### src/common/ctrlPkg.sv
package ctrlPkg;

	// ALU operation codes
	typedef enum logic [3:0] {
		aluAnd  = 4'b0000,
		aluXor  = 4'b0001,
		aluSub  = 4'b0010,
		aluAdd  = 4'b0100,
		aluSubU = 4'b1001,
		aluOr   = 4'b1100,
		aluMov  = 4'b1101
	} aluOpT;

	typedef enum logic [1:0] {
		ext5  = 2'b00,
		ext12 = 2'b01,
		ext20 = 2'b10
	} immSrcT;

	typedef enum logic [1:0] {
		shLsl = 2'b00,
		shLsr = 2'b01,
		shAsr = 2'b10,
		shRr  = 2'b11
	} shiftOpT;

	typedef enum logic [2:0] {
		resAlu     = 3'b000,
		resMem     = 3'b001,
		resShift   = 3'b010,
		resSlt     = 3'b011,
		resPcPlus4 = 3'b100,
		resPcImm   = 3'b101,
		resImm     = 3'b110
	} resultSrcT;

	typedef enum logic [2:0] {
		memW  = 3'b000,
		memHu = 3'b001,
		memH  = 3'b010,
		memBu = 3'b011,
		memB  = 3'b100
	} memOpT;

	// Nine kinds, so four bits
	typedef enum logic [3:0] {
		brNone = 4'd0,
		brEq   = 4'd1,
		brNe   = 4'd2,
		brLt   = 4'd3,
		brGe   = 4'd4,
		brLtu  = 4'd5,
		brGeu  = 4'd6,
		brJal  = 4'd7,
		brJalr = 4'd8
	} branchOpT;

	typedef enum logic [1:0] {
		pcPlus4     = 2'd0,
		pcTarget    = 2'd1,
		pcAluResult = 2'd2
	} pcSrcT;

	typedef struct packed {
		logic      regWrite;
		logic      memWrite;
		logic      aluSrc;
		logic      immSelect;
		logic      shamtSelect;
		immSrcT    immSrc;
		shiftOpT   shiftOp;
		resultSrcT resultSrc;
		memOpT     memOp;
		aluOpT     aluOp;
		branchOpT  branchOp;
		logic [19:0] imm;
	} ctrlT;

	localparam ctrlT ctrlIdle = '{
		regWrite: 1'b0, memWrite: 1'b0, aluSrc: 1'b0, immSelect: 1'b0,
		shamtSelect: 1'b0, immSrc: ext5, shiftOp: shLsl, resultSrc: resAlu,
		memOp: memW, aluOp: aluMov, branchOp: brNone, imm: 20'b0
	};

	// Major opcodes
	localparam logic [6:0] opLoad   = 7'b0000011;
	localparam logic [6:0] opImm    = 7'b0010011;
	localparam logic [6:0] opAuipc  = 7'b0010111;
	localparam logic [6:0] opStore  = 7'b0100011;
	localparam logic [6:0] opOp     = 7'b0110011;
	localparam logic [6:0] opLui    = 7'b0110111;
	localparam logic [6:0] opBranch = 7'b1100011;
	localparam logic [6:0] opJalr   = 7'b1100111;
	localparam logic [6:0] opJal    = 7'b1101111;

	localparam logic [6:0] f7Base = 7'b0000000;
	localparam logic [6:0] f7Alt  = 7'b0100000; // sub and sra

	typedef struct packed {
		logic [6:0] funct7;
		logic [4:0] rs2;
		logic [4:0] rs1;
		logic [2:0] funct3;
		logic [4:0] rd;
		logic [6:0] opcode;
	} rFmtT;

	typedef struct packed {
		logic [11:0] imm;
		logic [4:0]  rs1;
		logic [2:0]  funct3;
		logic [4:0]  rd;
		logic [6:0]  opcode;
	} iFmtT;

	typedef struct packed {
		logic [6:0] immHi;
		logic [4:0] rs2;
		logic [4:0] rs1;
		logic [2:0] funct3;
		logic [4:0] immLo;
		logic [6:0] opcode;
	} sFmtT;

	typedef struct packed {
		logic       immSign;  // imm[12]
		logic [5:0] immHi;    // imm[10:5]
		logic [4:0] rs2;
		logic [4:0] rs1;
		logic [2:0] funct3;
		logic [3:0] immLo;    // imm[4:1]
		logic       immBit11;
		logic [6:0] opcode;
	} bFmtT;

	typedef struct packed {
		logic [19:0] imm;
		logic [4:0]  rd;
		logic [6:0]  opcode;
	} uFmtT;

	typedef struct packed {
		logic       immSign;  // imm[20]
		logic [9:0] immLo;    // imm[10:1]
		logic       immBit11;
		logic [7:0] immHi;    // imm[19:12]
		logic [4:0] rd;
		logic [6:0] opcode;
	} jFmtT;

	typedef union packed {
		rFmtT rFmt;
		iFmtT iFmt;
		sFmtT sFmt;
		bFmtT bFmt;
		uFmtT uFmt;
		jFmtT jFmt;
	} instrU;

endpackage

### src/decoder/opDecoder.sv
`timescale 1ns/1ps

module opDecoder (
	input  ctrlPkg::instrU instr,
	output ctrlPkg::ctrlT  dec
);
	import ctrlPkg::*;

	logic [6:0] opcode;
	logic [6:0] funct7;
	logic [2:0] funct3;
	logic       legal;

	assign opcode = instr.rFmt.opcode;
	assign funct7 = instr.rFmt.funct7;
	assign funct3 = instr.rFmt.funct3;

	always_comb begin
		dec = ctrlIdle;
		legal = 1'b1;
		case (opcode)
			opOp: begin
				dec.regWrite = 1'b1;
				case ({funct7, funct3})
					{f7Base, 3'b000}: dec.aluOp = aluAdd;
					{f7Alt, 3'b000}: dec.aluOp = aluSub;
					{f7Base, 3'b111}: dec.aluOp = aluAnd;
					{f7Base, 3'b110}: dec.aluOp = aluOr;
					{f7Base, 3'b100}: dec.aluOp = aluXor;
					{f7Base, 3'b001}: begin
						dec.resultSrc = resShift;
						dec.shamtSelect = 1'b1; // Amount from rs2
						dec.shiftOp = shLsl;
					end
					{f7Base, 3'b101}: begin
						dec.resultSrc = resShift;
						dec.shamtSelect = 1'b1;
						dec.shiftOp = shLsr;
					end
					{f7Alt, 3'b101}: begin
						dec.resultSrc = resShift;
						dec.shamtSelect = 1'b1;
						dec.shiftOp = shAsr;
					end
					{f7Base, 3'b010}: begin
						dec.aluOp = aluSub;
						dec.resultSrc = resSlt;
					end
					{f7Base, 3'b011}: begin
						dec.aluOp = aluSubU;
						dec.resultSrc = resSlt;
					end
					default: legal = 1'b0;
				endcase
			end
			opImm: begin
				dec.regWrite = 1'b1;
				dec.aluSrc = 1'b1;
				dec.immSrc = ext12;
				case (funct3)
					3'b000: dec.aluOp = aluAdd;
					3'b111: dec.aluOp = aluAnd;
					3'b110: dec.aluOp = aluOr;
					3'b100: dec.aluOp = aluXor;
					3'b010: begin
						dec.aluOp = aluSub;
						dec.resultSrc = resSlt;
					end
					3'b011: begin
						dec.aluOp = aluSubU;
						dec.resultSrc = resSlt;
					end
					3'b001, 3'b101: begin
						// Shamt comes from the immediate field
						dec.aluSrc = 1'b0;
						dec.immSrc = ext5;
						dec.resultSrc = resShift;
						if (funct7 == f7Base)
							dec.shiftOp = (funct3 == 3'b001) ? shLsl : shLsr;
						else if (funct7 == f7Alt && funct3 == 3'b101)
							dec.shiftOp = shAsr;
						else
							legal = 1'b0;
					end
					default: legal = 1'b0;
				endcase
			end
			opLoad: begin
				dec.regWrite = 1'b1;
				dec.aluOp = aluAdd; // Base plus offset
				dec.aluSrc = 1'b1;
				dec.immSrc = ext12;
				dec.resultSrc = resMem;
				case (funct3)
					3'b000: dec.memOp = memB;
					3'b001: dec.memOp = memH;
					3'b010: dec.memOp = memW;
					3'b100: dec.memOp = memBu;
					3'b101: dec.memOp = memHu;
					default: legal = 1'b0;
				endcase
			end
			opStore: begin
				dec.memWrite = 1'b1;
				dec.aluOp = aluAdd;
				dec.aluSrc = 1'b1;
				dec.immSrc = ext12;
				case (funct3)
					3'b000: dec.memOp = memB;
					3'b001: dec.memOp = memH;
					3'b010: dec.memOp = memW;
					default: legal = 1'b0;
				endcase
			end
			opBranch: begin
				dec.immSrc = ext12;
				dec.aluOp = funct3[1] ? aluSubU : aluSub; // Unsigned for bltu/bgeu
				case (funct3)
					3'b000: dec.branchOp = brEq;
					3'b001: dec.branchOp = brNe;
					3'b100: dec.branchOp = brLt;
					3'b101: dec.branchOp = brGe;
					3'b110: dec.branchOp = brLtu;
					3'b111: dec.branchOp = brGeu;
					default: legal = 1'b0;
				endcase
			end
			opJalr: begin
				dec.regWrite = 1'b1;
				dec.aluOp = aluAdd;
				dec.aluSrc = 1'b1;
				dec.immSrc = ext12;
				dec.resultSrc = resPcPlus4;
				dec.branchOp = brJalr;
				legal = (funct3 == 3'b000);
			end
			opJal: begin
				dec.regWrite = 1'b1;
				dec.immSrc = ext20;
				dec.resultSrc = resPcPlus4; // Link address
				dec.branchOp = brJal;
			end
			opAuipc: begin
				dec.regWrite = 1'b1;
				dec.immSrc = ext20;
				dec.resultSrc = resPcImm;
				dec.immSelect = 1'b1;
			end
			opLui: begin
				dec.regWrite = 1'b1;
				dec.aluSrc = 1'b1;
				dec.immSrc = ext20;
				dec.resultSrc = resImm;
				dec.immSelect = 1'b1;
			end
			default: legal = 1'b0;
		endcase
		if (!legal)
			dec = ctrlIdle;
	end

endmodule

### src/decoder/immGen.sv
`timescale 1ns/1ps

module immGen (
	input  ctrlPkg::instrU instr,
	output logic [19:0]    imm
);
	import ctrlPkg::*;

	logic [6:0] funct7;
	logic [2:0] funct3;

	assign funct7 = instr.rFmt.funct7;
	assign funct3 = instr.rFmt.funct3;

	always_comb begin
		imm = 20'b0;
		case (instr.rFmt.opcode)
			opImm: begin
				if (funct3 == 3'b001 || funct3 == 3'b101) begin
					if (funct7 == f7Base || (funct3 == 3'b101 && funct7 == f7Alt))
						imm = {15'b0, instr.rFmt.rs2}; // Shamt sits where rs2 would
				end else begin
					imm = {8'b0, instr.iFmt.imm};
				end
			end
			opLoad: begin
				if (funct3 inside {3'b000, 3'b001, 3'b010, 3'b100, 3'b101})
					imm = {8'b0, instr.iFmt.imm};
			end
			opJalr: begin
				if (funct3 == 3'b000)
					imm = {8'b0, instr.iFmt.imm};
			end
			opStore: begin
				if (funct3 inside {3'b000, 3'b001, 3'b010})
					imm = {8'b0, instr.sFmt.immHi, instr.sFmt.immLo};
			end
			opBranch: begin
				if (!(funct3 inside {3'b010, 3'b011}))
					imm = {7'b0, instr.bFmt.immSign, instr.bFmt.immBit11,
						instr.bFmt.immHi, instr.bFmt.immLo, 1'b0};
			end
			opJal: begin
				// Sign bit drops off the top
				imm = {instr.jFmt.immHi, instr.jFmt.immBit11, instr.jFmt.immLo, 1'b0};
			end
			opLui, opAuipc: imm = instr.uFmt.imm;
			default: imm = 20'b0;
		endcase
	end

endmodule

### src/decoder/decodeStage.sv
`timescale 1ns/1ps

module decodeStage (
	input  logic           clk,
	input  logic           rstN,
	input  ctrlPkg::instrU instr,
	input  logic           instrValid,
	output ctrlPkg::ctrlT  ctrl,
	output logic           ctrlValid
);
	import ctrlPkg::*;

	ctrlT        dec;
	logic [19:0] imm;
	ctrlT        merged;

	opDecoder i_opDecoder (
		.instr(instr),
		.dec  (dec)
	);

	immGen i_immGen (
		.instr(instr),
		.imm  (imm)
	);

	always_comb begin
		merged = dec;
		merged.imm = imm;
	end

	// Decode/execute pipeline register
	always_ff @(posedge clk or negedge rstN) begin
		if (!rstN) begin
			ctrl <= ctrlIdle;
			ctrlValid <= 1'b0;
		end else begin
			ctrlValid <= instrValid;
			if (instrValid)
				ctrl <= merged;
			else
				ctrl <= ctrlIdle; // Bubble
		end
	end

endmodule

### src/source/branchResolver.sv
`timescale 1ns/1ps

module branchResolver (
	input  ctrlPkg::branchOpT branchOp,
	input  logic              valid,
	input  logic              zero,
	input  logic              negative,
	output ctrlPkg::pcSrcT    pcSrc
);
	import ctrlPkg::*;

	always_comb begin
		pcSrc = pcPlus4;
		if (valid) begin
			case (branchOp)
				brJal: pcSrc = pcTarget;
				brJalr: pcSrc = pcAluResult; // rs1 plus offset from ALU
				brEq: pcSrc = zero ? pcTarget : pcPlus4;
				brNe: pcSrc = zero ? pcPlus4 : pcTarget;
				brLt, brLtu: pcSrc = negative ? pcTarget : pcPlus4;
				brGe, brGeu: pcSrc = negative ? pcPlus4 : pcTarget;
				default: pcSrc = pcPlus4;
			endcase
		end
	end

endmodule

### src/source/controller.sv
`timescale 1ns/1ps

module controller (
	input  logic           clk,
	input  logic           rstN,
	input  ctrlPkg::instrU instr,
	input  logic           instrValid,
	input  logic           zero,      // From datapath, execute cycle
	input  logic           negative,
	output ctrlPkg::ctrlT  ctrl,
	output logic           ctrlValid,
	output ctrlPkg::pcSrcT pcSrc
);

	decodeStage i_decodeStage (
		.clk       (clk),
		.rstN      (rstN),
		.instr     (instr),
		.instrValid(instrValid),
		.ctrl      (ctrl),
		.ctrlValid (ctrlValid)
	);

	// Resolves in the same cycle as the registered word
	branchResolver i_branchResolver (
		.branchOp(ctrl.branchOp),
		.valid   (ctrlValid),
		.zero    (zero),
		.negative(negative),
		.pcSrc   (pcSrc)
	);

endmodule

### config.mk
export PLATFORM = sky130hd
export DESIGN_NAME = controller
export DESIGN_NICKNAME = d
export VERILOG_FILES = /design/src/common/ctrlPkg.sv /design/src/decoder/opDecoder.sv /design/src/decoder/immGen.sv /design/src/decoder/decodeStage.sv /design/src/source/branchResolver.sv /design/src/source/controller.sv
export SDC_FILE = /design/constraint.sdc
export NUM_CORES = 1
export LEC_CHECK = 0
export BUFFER_PORTS_ARGS = -buffer_cell sky130_fd_sc_hd__clkbuf_2
export CAP_MARGIN = 20
export CORE_ASPECT_RATIO = 1.1
export CORE_MARGIN = 3
export CORE_UTILIZATION = 30
export CTS_BUF_LIST = sky130_fd_sc_hd__clkbuf_2
export DETAILED_ROUTE_END_ITERATION = 8
export SETUP_SLACK_MARGIN = 0.05
export SLEW_MARGIN = 20
export SYNTH_ARGS = -nofsm -noshare
export SYNTH_HDL_FRONTEND = slang
export SYNTH_SLANG_ARGS = --single-unit
### constraint.sdc
create_clock -name clk -period 1.21 [get_ports clk]
set_clock_uncertainty 0.05 [all_clocks]
set_input_delay 0.242 -clock clk [delete_from_list [all_inputs] [get_ports clk]]
set_output_delay 0.242 -clock clk [all_outputs]
set_load 0.02 [all_outputs]
==> results, run 1 <==
- The signal arrival time at the worst endpoint is 1.48 ns.
- No sink is reached through more buffers than the 2 on the longest clock path.
- The number of buffers and inverters on the critical path is 1.
- The accumulated negative setup slack is -7.42 ns.
- The core region area is 0.00800 mm^2.
- Synthesis inferred 44 register bits.
- The worst setup path is captured at an output pin.
- The worst-case headroom to the max-slew limit is 0.697.
- The first global-routing pass estimated around 14 mm of wire.
- The highest fanout seen on the critical path is 6.
- Traced cell by cell, the critical path runs through nor2b_4, a21oi_2, o221ai_2, nor2_2, buf_6.
- The maximum vdd drop is 0.000306 V.
- The combined area of all synthesized cells is roughly 0.0025 mm^2.
- The initial utilization of the core area, before any placement, comes to 0.311.
- The area enclosed by the die boundary is approximately 0.0094 mm^2.
- Setup violations remaining at the end of the flow were counted as slightly below 70.
- The cell-internal power is approximately 2000 uW.
- The minimum clock period is roughly 1.8 ns.
- The startpoint-to-endpoint class of the critical path is flip-flop to output pin.
- The via total after detailed routing is 2779.
- The clock power share is 0.216.
- Clock tree synthesis selected as its root buffer the cell clkbuf_2.
- The cell area power density is around 600 mW/mm^2.
- The die is approximately 90 um wide.
- STA puts the critical path data required time at 0.92 ns.
- The initial antenna violation count came to 0.
- In this run the vertical extent of the chip is about 100 um.
- Measured on the finished design, the core utilization comes to 0.594.
- The via count of the first global-routing pass is 2781.
- The pre-antenna-repair detailed-routing pass consisted of 4 iterations.
- Synthesis produced a netlist whose cell count is 260.
- The area share of the leading cell type in the synthesized netlist is 0.413.
- The top-level I/O count is 83.
- The share of async-settable or async-resettable flops after synthesis is 1.00.
- The combinational fraction of design power is 0.261.
- Global routing finished with a remaining overflow of 0.
- The tightest hold margin is roughly 0.035 ns.
- The sequential share of the synthesized area is 0.445.
- After clock tree synthesis, the clock-pin slew on the worst setup and hold paths is 0.22 ns.
- The TritonCTS clock tree is yes.
- The worst setup path is launched from a flip-flop.
- The residual antenna-violating net count after detailed routing is 0.
- The least setup slack across all paths after layout is -0.566 ns.
- The number of pins exceeding their max-slew limit in the final report was 0.
- The run finished, with violations left.
- The largest single stage delay on the critical path is roughly 0.50 ns.
- The congestion estimate from routability-driven global placement came to roughly 0.93.
- The main flop type after synthesis is dfrtp_1.
- The TritonCTS buffer count is 5.
- Sorting the synthesized cells by area gives the leading types as dfrtp_1, a21oi_1, nor2_1, a22oi_1, dfstp_2.
- The tree built by TritonCTS fans out to 44 sinks.
- Detailed placement ended at an HPWL of around 6.8 mm.
- The signed area change from the synthesized netlist to the final layout is 91.1%.
- Setup repair after global routing could not meet its margin everywhere.
- The net switching power is 841 uW.
- For this run, the total global-route usage over all layers was measured as 0.186.
- The routed wire length is around 9.3 mm.
- The distinct cell type count after synthesis is 62.
- The count of flip-flops with a built-in enable after synthesis is 0.
- Counting every net in the synthesized netlist gives slightly below 300.
- At the pin with the least slew margin, the transition time is around 0.45 ns.
- The number of DRC markers in iteration 0 is about 120.
- The net switching fraction of the power is 0.297.
- The checks that failed: setup timing.
- For this run, design rule violations remaining after detail routing come to 0.
- The worst-path cell with the longest stage delay is dfrtp_2.
- The number of endpoints with negative hold slack in the final report is 0.
- The proportion of power drawn by flip-flops and latches is 0.523.
- The maximum level of the CTS H-tree is 2.
- Grouping stages by cell kind, the critical path spends the most delay in flip-flops.
- The detailed-route wire length per cell is between 15 and 20 um.
- Summed over all instances, the cell type with the most area after synthesis is dfrtp_1.
- Using the TritonRoute via totals, the vias-per-cell ratio works out to between 5 and 6.
- The tool flagged a number of max-cap violations equal to 0.
- The library cell used most frequently in the layout, excluding fill and tap cells, is buf_4.
- The library cells used most frequently in the layout, excluding fill and tap cells, are buf_4, buf_6, dfrtp_1, clkbuf_2, nor2_1.
- 0 antenna diodes ended up in the layout.
- In this run the tool buffered the top-level ports with a little over 80 buffer cells.
- The portion of the clock cycle consumed by the worst path in the final layout is 1.47.
- The total number of nets in the final design is 475.
- The upper clock frequency limit is 563 MHz.
- After synthesis, the mean cell area works out to approximately 9.6 um^2.
- The count of standard-cell rows is 34.
- The leakage dissipation is approximately 0.0021 uW.
- Of the cells placed in the final design, the portion with a size suffix greater than 1 is 0.615.
- The worst min-delay path category is input port to flip-flop.
- The largest net degree at the start of global routing is 35.
- For this run, the number of Yosys warnings is 0.
-- worst min-delay path, cell delays in order --
cell,delay (ns)
clkbuf_2,0.11
a22oi_2,0.05
nor2_1,0.08
-- logic make-up after synthesis --
logic type                Yosys count  synth area share
and+or+nand+nor                   104             0.241
xor gates and xnor gates            2           0.00705
muxes                               1           0.00403
DFF                                44             0.445
AOI/OAI and AO/OA                  85             0.256
buffers and inverters              24            0.0478
-- cell usage after synthesis (3+ instances only) --
| master | count |
|---|---|
| nand3b_1 | 3 |
| nor2_1 | 27 |
| a31oi_1 | 4 |
| nand2b_1 | 8 |
| inv_1 | 6 |
| dfstp_2 | 3 |
| a21oi_1 | 21 |
| a22oi_1 | 12 |
| clkbuf_1 | 6 |
| o211ai_1 | 3 |
| nand2_1 | 16 |
| a22o_1 | 6 |
| o21ai_0 | 10 |
| nand3_1 | 6 |
| a211oi_1 | 5 |
| nor3_1 | 7 |
| and2_1 | 6 |
| buf_2 | 8 |
| nor4_1 | 6 |
| nor2b_1 | 7 |
| dfrtp_1 | 41 |
-- final timing paths --
kind                       slack (ns)                    from  cells past startpoint                     end
max                             -0.57  i_decodeStage.ctrl[22]                      5                pcSrc[0]
min                              0.03               instr[15]                      3  i_decodeStage.ctrl[15]
max in group asynchronous        0.45                    rstN                      3  i_decodeStage.ctrl[21]
min in group asynchronous        0.19                    rstN                      2  i_decodeStage.ctrl[23]
-- repair_timing --
action,4_1_cts,5_1_grt
pin swaps,27,33
gates resized for setup,64,165
hold buffers,6,3
endpoints found under the setup margin,76,75
buffers inserted,14,11
endpoints found under the hold margin,49,3
-- area by class of cell --
cell class                      instances  area (um^2)
Multi-Input combinational cell        192         1700
Fill cell                             687         3250
Clock buffer                            5         25.0
Tap cell                              108          135
Inverter                                6         22.5
Sequential cell                        44         1110
Clock inverter                          3         18.8
Timing Repair Buffer                  189         1740
-- sequential cells by signal (all words and copies together), names as in the netlist --
signal                   flops
i_decodeStage.ctrl          43
i_decodeStage.ctrlValid      1
-- power groups by stage --
stage                     Combinational (uW)  Sequential [uW]  Clock, uW
final                                    740             1480        611
after global routing                     794             1490        707
after CTS                                674             1480        618
after detailed placement                 571             1510          0
after global placement                   566             1510          0
after floorplan                          253             1510          0
-- per-layer routing --
metal,GRT usage,routed length [um]
met4,0.0744,229
met1,0.224,3510
met5,0,0
met2,0.332,5010
met3,0.0305,545
-- through the flow --
stage	setup WS (ns)	instance area, um^2	total power [uW]	instances
after global routing	-0.676	4750	2990	547
after floorplan	-0.434	2690	1770	260
after detailed placement	-0.650	3690	2080	507
final	-0.566	4750	2830	547
after global placement	-0.611	3690	2070	507
after CTS	-0.556	4220	2780	535
Note: power is estimated with default switching activity, not from simulation.
==> run 2: changes to the inputs <==
- CORE_UTILIZATION: 30 -> 52
- PLACE_DENSITY: default -> 0.82
==> run 2 against run 1 <==
  * The run now fails in 5_1_grt
  * Synthesized area did not move
  * Synthesized cell count unchanged
==> results, run 2 <==
- The flow did not finish.
- The flow stopped in 5_1_grt.
- The tool reported: "[ERROR DPL-0038] Utilization greater than 100%, impossible to legalize".
- The count of flip-flops with a built-in enable after synthesis is 0.
- The worst-slack endpoint at the end of global-route timing repair is pcSrc[0].
- After synthesis, the largest family of logic cells by area is compound AO/OA/AOI/OAI gates.
- The floorplan has 25 rows.
- The y dimension of the die is around 79 um.
- The post-synthesis instance total is 260.
- The number of placed instances, taps included, is between 400 and 500.
- For this configuration, the core starts out at a cell density of 0.559.
- The instance area after placement is between 0.003 and 0.004 mm^2.
- The count of port buffers added during placement is 82.
- Counting the buffers created by CTS gives 5.
- The pre-CTS setup slack is -0.627 ns.
- The share of async-settable or async-resettable flops after synthesis is 1.00.
- The deepest clock path buffer count is 2.
- In this run the mean area of a mapped cell was 9.56 um^2.
- The mapped netlist covers around 0.0025 mm^2.
- The top-level I/O count is 83.
- Yosys printed 0 warnings.
- The area share of the leading cell type in the synthesized netlist is 0.413.
- Among all flip-flop cells after synthesis, the most frequent one is dfrtp_1.
- The congestion estimate from routability-driven global placement came to about 0.96.
- The share of the synthesized area in compound gates (AO/OA/AOI/OAI) is 0.256.
- The clock root buffer master is clkbuf_2.
- By count the netlist is led by dfrtp_1, nor2_1, a21oi_1, nand2_1, a22oi_1.
- The number of clock sinks seen by CTS is 44.
- The sequential share of the synthesized area is 0.445.
- The synthesized design contains between 40 and 50 register bits.
- Of the total synthesized cell area, the portion taken by XOR and XNOR cells is 0.00705.
- By area the synthesized netlist is led by dfrtp_1, a21oi_1, nor2_1, a22oi_1, dfstp_2.
- The mux share of post-synthesis cell area is 0.00403.
- The distinct cell type count after synthesis is 62.
- dfrtp_1 is the most common cell in the netlist.
- The die is around 72 um wide.
- The net count of the mapped netlist is around 300.
- The post-synthesis adder-cell area fraction is 0.
- Entering global routing, the biggest net connects between 40 and 50 pins.
- Of the total synthesized cell area, the portion taken by AND, OR, NAND and NOR gates is 0.241.
- The HPWL after detailed placement is roughly 6.6 mm.
- The maximum level of the CTS H-tree is 2.
- The kind of the worst endpoint is an output port.
- Summed over all instances, the cell type with the most area after synthesis is dfrtp_1.
## run 2: cell counts after synthesis
No cell type changed its count.
## run 2: stage by stage
stage	util	TNS, ns
after floorplan	-	-7.61
after global placement	0.827	-17.52
after detailed placement	0.827	-19.10
after CTS	0.951	-7.12
## run 2: kinds of logic after synthesis
kind of cell / Yosys count
flops: 44
simple gates: 104
mux: 1
xor+xnor: 2
compound gates: 85
buf+inv: 24
## run 2: repair_timing
action,4_1_cts
buffers inserted,14
pin swaps,41
hold buffers,5
resized for setup,80
setup endpoints to repair,72
hold endpoints to repair,49
==> run 3: changes to the inputs <==
- CORE_ASPECT_RATIO: 1.1 -> default
- CORE_UTILIZATION: 52 -> 40
- CTS_BUF_LIST: sky130_fd_sc_hd__clkbuf_2 -> default
- PLACE_DENSITY: 0.82 -> default
- PLACE_DENSITY_LB_ADDON: default -> 0.15
- SETUP_SLACK_MARGIN: 0.05 -> default
==> run 3 against run 2 <==
  * The flow now finishes, with violations (setup timing)
==> results, run 3 (synthesis gave the netlist of run 1 again) <==
- The total congestion overflow after global routing is 0.
- The count of port buffers added during placement is 82.
- The transition time at the pin with the least slew margin is between 0.4 and 0.5 ns.
- The total number of nets in the final design is between 400 and 500.
- The antenna diode count is 0.
- Setup repair after global routing could not meet its margin everywhere.
- In the final layout, the share of cells above drive strength 1 is 0.645.
- The detailed-route wire length per cell is between 15 and 20 um.
- Of the available clock period, the critical path in the final layout requires 1.33.
- Prior to clock tree synthesis, the placed netlist has a worst setup slack of -0.721 ns.
- The final route contains 2894 vias.
- The upper clock frequency limit is 620 MHz.
- The signal arrival time at the worst endpoint is ~1.3 ns.
- The worst setup path is captured at an output pin.
- Across the run, the number of max-cap violations was 0.
- The number of endpoints with negative hold slack in the final report is 0.
- The highest metal layer used by the detailed router is met4.
- The register with the most flip-flops in the layout has 43 of them.
- After detailed routing, the number of remaining DRC violations is 0.
- VDD sags by at most around 0.00048 V.
- The residual antenna-violating net count after detailed routing is 0.
- For this configuration, the core starts out at a cell density of 0.417.
- For this block, wires on met1 add up to approximately 3.7 mm.
- The critical path starts at i_decodeStage.ctrl[22].
- In the layout the commonest cells are buf_4, clkbuf_2, dfrtp_1, buf_6, nor2_1.
- The first-pass GRT wire length is about 15 mm.
- Leaving out filler cells and counting taps, the final layout contains between 500 and 600.
- Buffers inserted during clock tree synthesis total 5.
- The largest net degree at the start of global routing is 31.
- In this run the horizontal extent of the chip is between 80 and 90 um.
- The number of pins exceeding their max-slew limit in the final report came to 0.
- The total setup violations reported at the end of the flow is between 40 and 50.
- During I/O placement, the number of pins put on the boundary was 83.
- The congestion estimate from routability-driven global placement came to between 0.9 and 1.
- The HPWL after detailed placement is 6.73 mm.
- The routed via count divided by cell count is roughly 5.7.
- The count of standard-cell rows is 28.
- Counting flops per register, the top entry is i_decodeStage.ctrl.
- The startpoint-to-endpoint class of the critical path is flip-flop to output pin.
- The largest registers in the layout are i_decodeStage.ctrl: 43 flops, i_decodeStage.ctrlValid: 1 flops.
- The number of clock sinks seen by CTS is between 40 and 50.
- The core region is just under 0.006 mm^2.
- The checks that failed: setup timing.
- Compared with the post-synthesis result, the final layout area differs by 86.4%.
- Clock-pin slew was measured on the worst setup and hold paths at approximately 0.08 ns.
- Dividing total power by cell area gives a power density of about 750 mW/mm^2.
- Headroom to the max-slew limit came out at 0.669.
- Setup slack on the critical path of the routed design comes to -0.403 ns.
- The number of cells in the design after placement is approximately 480.
- After detailed placement, the total cell area comes to approximately 0.0037 mm^2.
- The initial antenna violation count is 0.
- The y dimension of the die is 84.8 um.
- The number of fillers in the final layout is 401.
- The routed wire length is 9.78 mm.
- The tightest hold margin is 0.144 ns.
- The TritonCTS clock tree is yes.
- In the global route stage, overall resource usage came out at 0.260.
- The maximum level of the CTS H-tree is 2.
- The worst setup path is launched from a flip-flop.
- The utilization of the core after routing is 0.778.
- The worst min-delay path category is input port to flip-flop.
- The via count of the first global-routing pass came to between 2000 and 3000.
- Summed over all nets, wire length on met3 after detailed routing comes to 669 um.
- Summing all non-filler instances in the final layout gives an area of roughly 0.0046 mm^2.
- Detailed routing placed a total of 5.06 mm of wire on met2.
- The minimum clock period is 1.61 ns.
- The total iterations of the first detailed-routing run is 5.
- The longest clock path from root to sink contains 2 buffers.
- The root buffer cell chosen for the clock tree is clkbuf_8.
- The flow ran to the end, but the final reports show violations.
- Along the worst path, the maximum fanout reaches 5.
- The die covers a little over 0.007 mm^2.
- The number of DRC markers in iteration 0 is between 150 and 200.
- In this run the static leakage power is ~0.0022 uW.
- The required time at the worst-slack endpoint is approximately 0.9 ns.
- The destination of the critical timing path is pcSrc[0].
- Leaving out fill and tap cells, the most frequent cell in the layout is buf_4.
run 3: worst min-delay path by stage:
stage / slack, ns / startpoint / cells past startpoint / endpoint
6_report: 0.14 / instr[22] / 2 / i_decodeStage.ctrl[10]
5_1_grt: 0.15 / instr[22] / 2 / i_decodeStage.ctrl[10]
4_1_cts: 0.13 / instr[24] / 3 / i_decodeStage.ctrl[12]
3_5_place_dp: 0.18 / rstN / 2 / i_decodeStage.ctrl[23]
3_3_place_gp: 0.17 / rstN / 2 / i_decodeStage.ctrl[23]
2_1_floorplan: -0.10 / rstN / 0 / i_decodeStage.ctrlValid
run 3: layer usage:
metal / up-vias / GRT usage
met5: - / 0
met3: 26 / 0.0524
met2: 133 / 0.451
li1: 1330 / -
met1: 1405 / 0.319
met4: 0 / 0.0964
run 3: stage by stage:
stage / setup TNS, ns / power, uW
floorplan: -7.58 / 1760
global placement: -19.77 / 2070
detailed placement: -20.62 / 2080
CTS: -9.06 / 3370
global route: -12.39 / 3560
finish: -9.80 / 3460
run 3: report_power, final:
part	total [uW]	internal, uW	switching, uW
registers	1480	1470	3.01
clock network	1230	729	501
logic	752	359	393
run 3: worst max-delay path, cell delays in order (launching register included):
cell and delay (ns):
dfrtp_2 0.45, nor2b_4 0.13, a21oi_1 0.05, o221ai_1 0.20, nor2_2 0.06, buf_6 0.13
run 3: layout make-up:
| type | count | area (um^2) | area share |
|---|---|---|---|
| repair buffers | 187 | 1490 | 0.321 |
| clock inverters | 1 | 30.0 | 0.00648 |
| clock buffers | 7 | 96.3 | 0.0208 |
| inverters | 6 | 30.0 | 0.00648 |
| well taps | 75 | 93.8 | 0.0203 |
| flip-flops and latches | 44 | 1110 | 0.239 |
| multi-input cells | 192 | 1790 | 0.386 |
run 3: timing repair:
item                                   CTS  global route
setup buffers                           15            11
setup endpoints to repair               43            50
resized for setup                       84            80
hold buffers                             1             0
endpoints found under the hold margin   41             0
pin swaps                               40            41
cloned                                   1             0
==> run 4: changes to the inputs <==
- clock period: 1.21 -> 1.8 ns (I/O delays scaled with it)
==> run 4 against run 3 <==
  * The flow still finishes with violations (setup timing)
  * Core utilization down 17 points
  * First-iteration DRC count up 1.7%
  * Critical path depth up 1
  * Largest power group unchanged
  * Largest cell class unchanged
  * Routed wire length down 19%
  * Critical path type is now input port to flip-flop
  * Clock power down 39%
  * Combinational power down 53%
  * Sequential share of layout area up 6.7 points
  * Count of clock-buffer cells in the layout down 1
  * Non-clock buffer count down 27
==> results, run 4 (synthesis gave the netlist of run 1 again) <==
- The leakage dissipation is about 0.0018 uW.
- For the worst setup path, the data required time is a little under 2 ns.
- The maximum vdd drop is ~0.00035 V.
- The number of endpoints with negative hold slack in the final report is 0.
- STA classifies the critical path startpoint as an input port.
- The wire-length estimate of the detail-placed layout is between 6 and 7 mm.
- After the flow finishes, the layout carries non-filler instances totaling 485.
- The family with the most delay on the worst path is simple AND/OR/NAND/NOR gates.
- Data on the critical path arrives at its endpoint at about 2 ns.
- The type of destination of the critical path is a flip-flop.
- The TritonCTS buffer count is 5.
- Once layout is done, the placed cells without fillers occupy 0.00361 mm^2.
- Fill cells in the final layout number ~550.
- The first-pass GRT wire length is around 13 mm.
- Dividing the detail-routed wire length by the instance count gives between 15 and 20 um.
- The largest registers in the layout are i_decodeStage.ctrl: 43 flops, i_decodeStage.ctrlValid: 1 flops.
- The residual antenna-violating net count after detailed routing is 0.
- The leading cell type in the layout, fill and taps excluded is clkbuf_2.
- Setup violations remaining at the end of the flow were counted as 1.
- The y dimension of the die is between 80 and 90 um.
- The TritonCTS clock tree is yes.
- The count of port buffers added during placement is 82.
- The weighted congestion reported at the end of routability-driven placement is 0.954.
- The initial antenna violation count came to 0.
- The maximum level of the CTS H-tree is 2.
- The antenna diode count is 0.
- Clock tree synthesis found a total of 44 sinks.
- In this run the worst hold path is classified as input port to async pin.
- In this run the power density over the cells is ~580 mW/mm^2.
- The transition time at the pin with the least slew margin is 0.619 ns.
- The clock passes through at most 2 buffers.
- Setup repair after global routing left no endpoint under its margin.
- The most critical setup path has its startpoint at instr[25].
- The top-level I/O count is 83.
- Entering global routing, the biggest net connects 45 pins.
- Including well taps, the total number of placed cells is 477.
- The number of pins exceeding their max-slew limit in the final report is 0.
- The highest fanout seen on the critical path is 3.
- The pre-antenna-repair detailed-routing pass consisted of 4 iterations.
- The number of DRC markers in iteration 0 is approximately 180.
- The signed area change from the synthesized netlist to the final layout is 45.2%.
- Walking the worst path, the cells encountered are clkbuf_2, nor4_2, nand2_1, o41ai_1, o21ai_0, nor3_1.
- The total area inside the core boundary comes to about 0.0060 mm^2.
- The flow ran to the end, but the final reports show violations.
- The largest stage delay on the critical path is between 0.5 and 0.6 ns.
- The top cell types in the final layout, fill and taps aside, are clkbuf_2, buf_4, dfrtp_1, nor2_1, a21oi_1.
- After global routing the overflow that remains totals 0.
- The clock root buffer master is clkbuf_8.
- In the routed design, unresolved DRC markers number 0.
- In this run the cell area measured after placement is approximately 0.0035 mm^2.
- The worst path in the final design needs a cycle of 1.82 ns, including I/O delays and setup.
- The final layout contains routed wiring with a total length of roughly 8 mm.
- From left edge to right edge, the die measures around 85 um.
- The final route contains between 2000 and 3000 vias.
- The checks that failed: setup timing.
- The routed via count divided by cell count is about 5.4.
- In the final layout, the share of cells above drive strength 1 is 0.449.
- The net count of the finished layout is between 400 and 500.
- The portion of the clock cycle consumed by the worst path in the final layout is 1.01.
- For this run, the share of the core covered by cells in the final layout is 0.606.
- The number of buffers and inverters on the critical path is 1.
- After clock tree synthesis, the setup repair step added 0 buffers.
- The max capacitance violation total is 0.
- The floorplan step defined a die boundary enclosing slightly above 0.007 mm^2.
- For this design, the CTS-stage hold fixing added 0 buffers.
- Timing would allow up to around 550 MHz.
- The clock-pin slew on the worst setup and hold paths is about 0.090 ns.
- The critical path is of the input port to flip-flop type.
- Among all stages on the critical path, the largest delay is contributed by o41ai_1.
- The worst-case headroom to the max-slew limit is 0.583.
- The least setup slack across all paths after layout is -0.0236 ns.
- i_decodeStage.ctrl holds more flip-flops than any other register.
- For this configuration, the core starts out at a cell density of 0.417.
- The count of standard-cell rows is 28.
- Across every metal layer, demand over resource in global routing totals 0.225.
- The via count of the first global-routing pass was about 2600.
- The register with the most flip-flops in the layout has 43 of them.
run 4: cell count changes in the layout (fill, tap and decap cells not counted), moves of 6 or more:
| cell | previous run | this run |
|---|---|---|
| clkbuf_2 | 64 | 81 |
| nor3_1 | 1 | 7 |
| buf_8 | 6 | 0 |
| o21ai_0 | 3 | 10 |
| a21oi_1 | 11 | 21 |
| a22oi_1 | 2 | 12 |
| buf_6 | 33 | 0 |
| a22oi_2 | 10 | 0 |
| a21oi_2 | 10 | 0 |
run 4: path summary, 6_finish.rpt:
kind	endpoint	slack, ns	depth (start not counted)
max	i_decodeStage.ctrl[31]	-0.02	6
min	i_decodeStage.ctrl[34]	0.08	2
max in group asynchronous	i_decodeStage.ctrl[22]	1.22	2
min in group clk	i_decodeStage.ctrl[6]	0.26	2
run 4: power breakdown:
group	internal [uW]	switching, uW
combinational	160	192
sequential	991	1.56
clock	412	333
total	1560	526
run 4: timing repair:
action                     in CTS  in global routing
setup endpoints to repair       0                  2
hold endpoints to repair        0                  0
resized for setup               0                  4
run 4: layer usage:
metal  wire, um  share of wire  vias up  GRT usage
li1           -              -     1269          -
met1       3440           0.43     1248      0.296
met2       3850           0.48       98      0.382
met3        464          0.058       15     0.0320
met4        212          0.027        0     0.0763
met5          0              0        -          0
run 4: stage by stage:
step | hold slack [ns] | TNS, ns | power, uW | worst slack (ns)
2_1_floorplan | 0.0144 | -0.0203 | 1160 | -0.0203
3_3_place_gp | 0.406 | -2.76 | 1360 | -0.192
3_5_place_dp | 0.420 | -3.35 | 1360 | -0.253
4_1_cts | 0.0997 | 0 | 2100 | 0.000607
5_1_grt | 0.125 | 0 | 2180 | 0.000974
6_report | 0.0809 | -0.0236 | 2090 | -0.0236
run 4: final cells by class:
class	count	area, um^2	area share
multi-input combinational	192	1270	0.352
sequential	44	1110	0.307
timing repair buffer	160	1010	0.280
tap	75	93.8	0.0260
clock buffer	6	72.6	0.0201
clock inverter	2	35.0	0.00971
inverter	6	22.5	0.00624
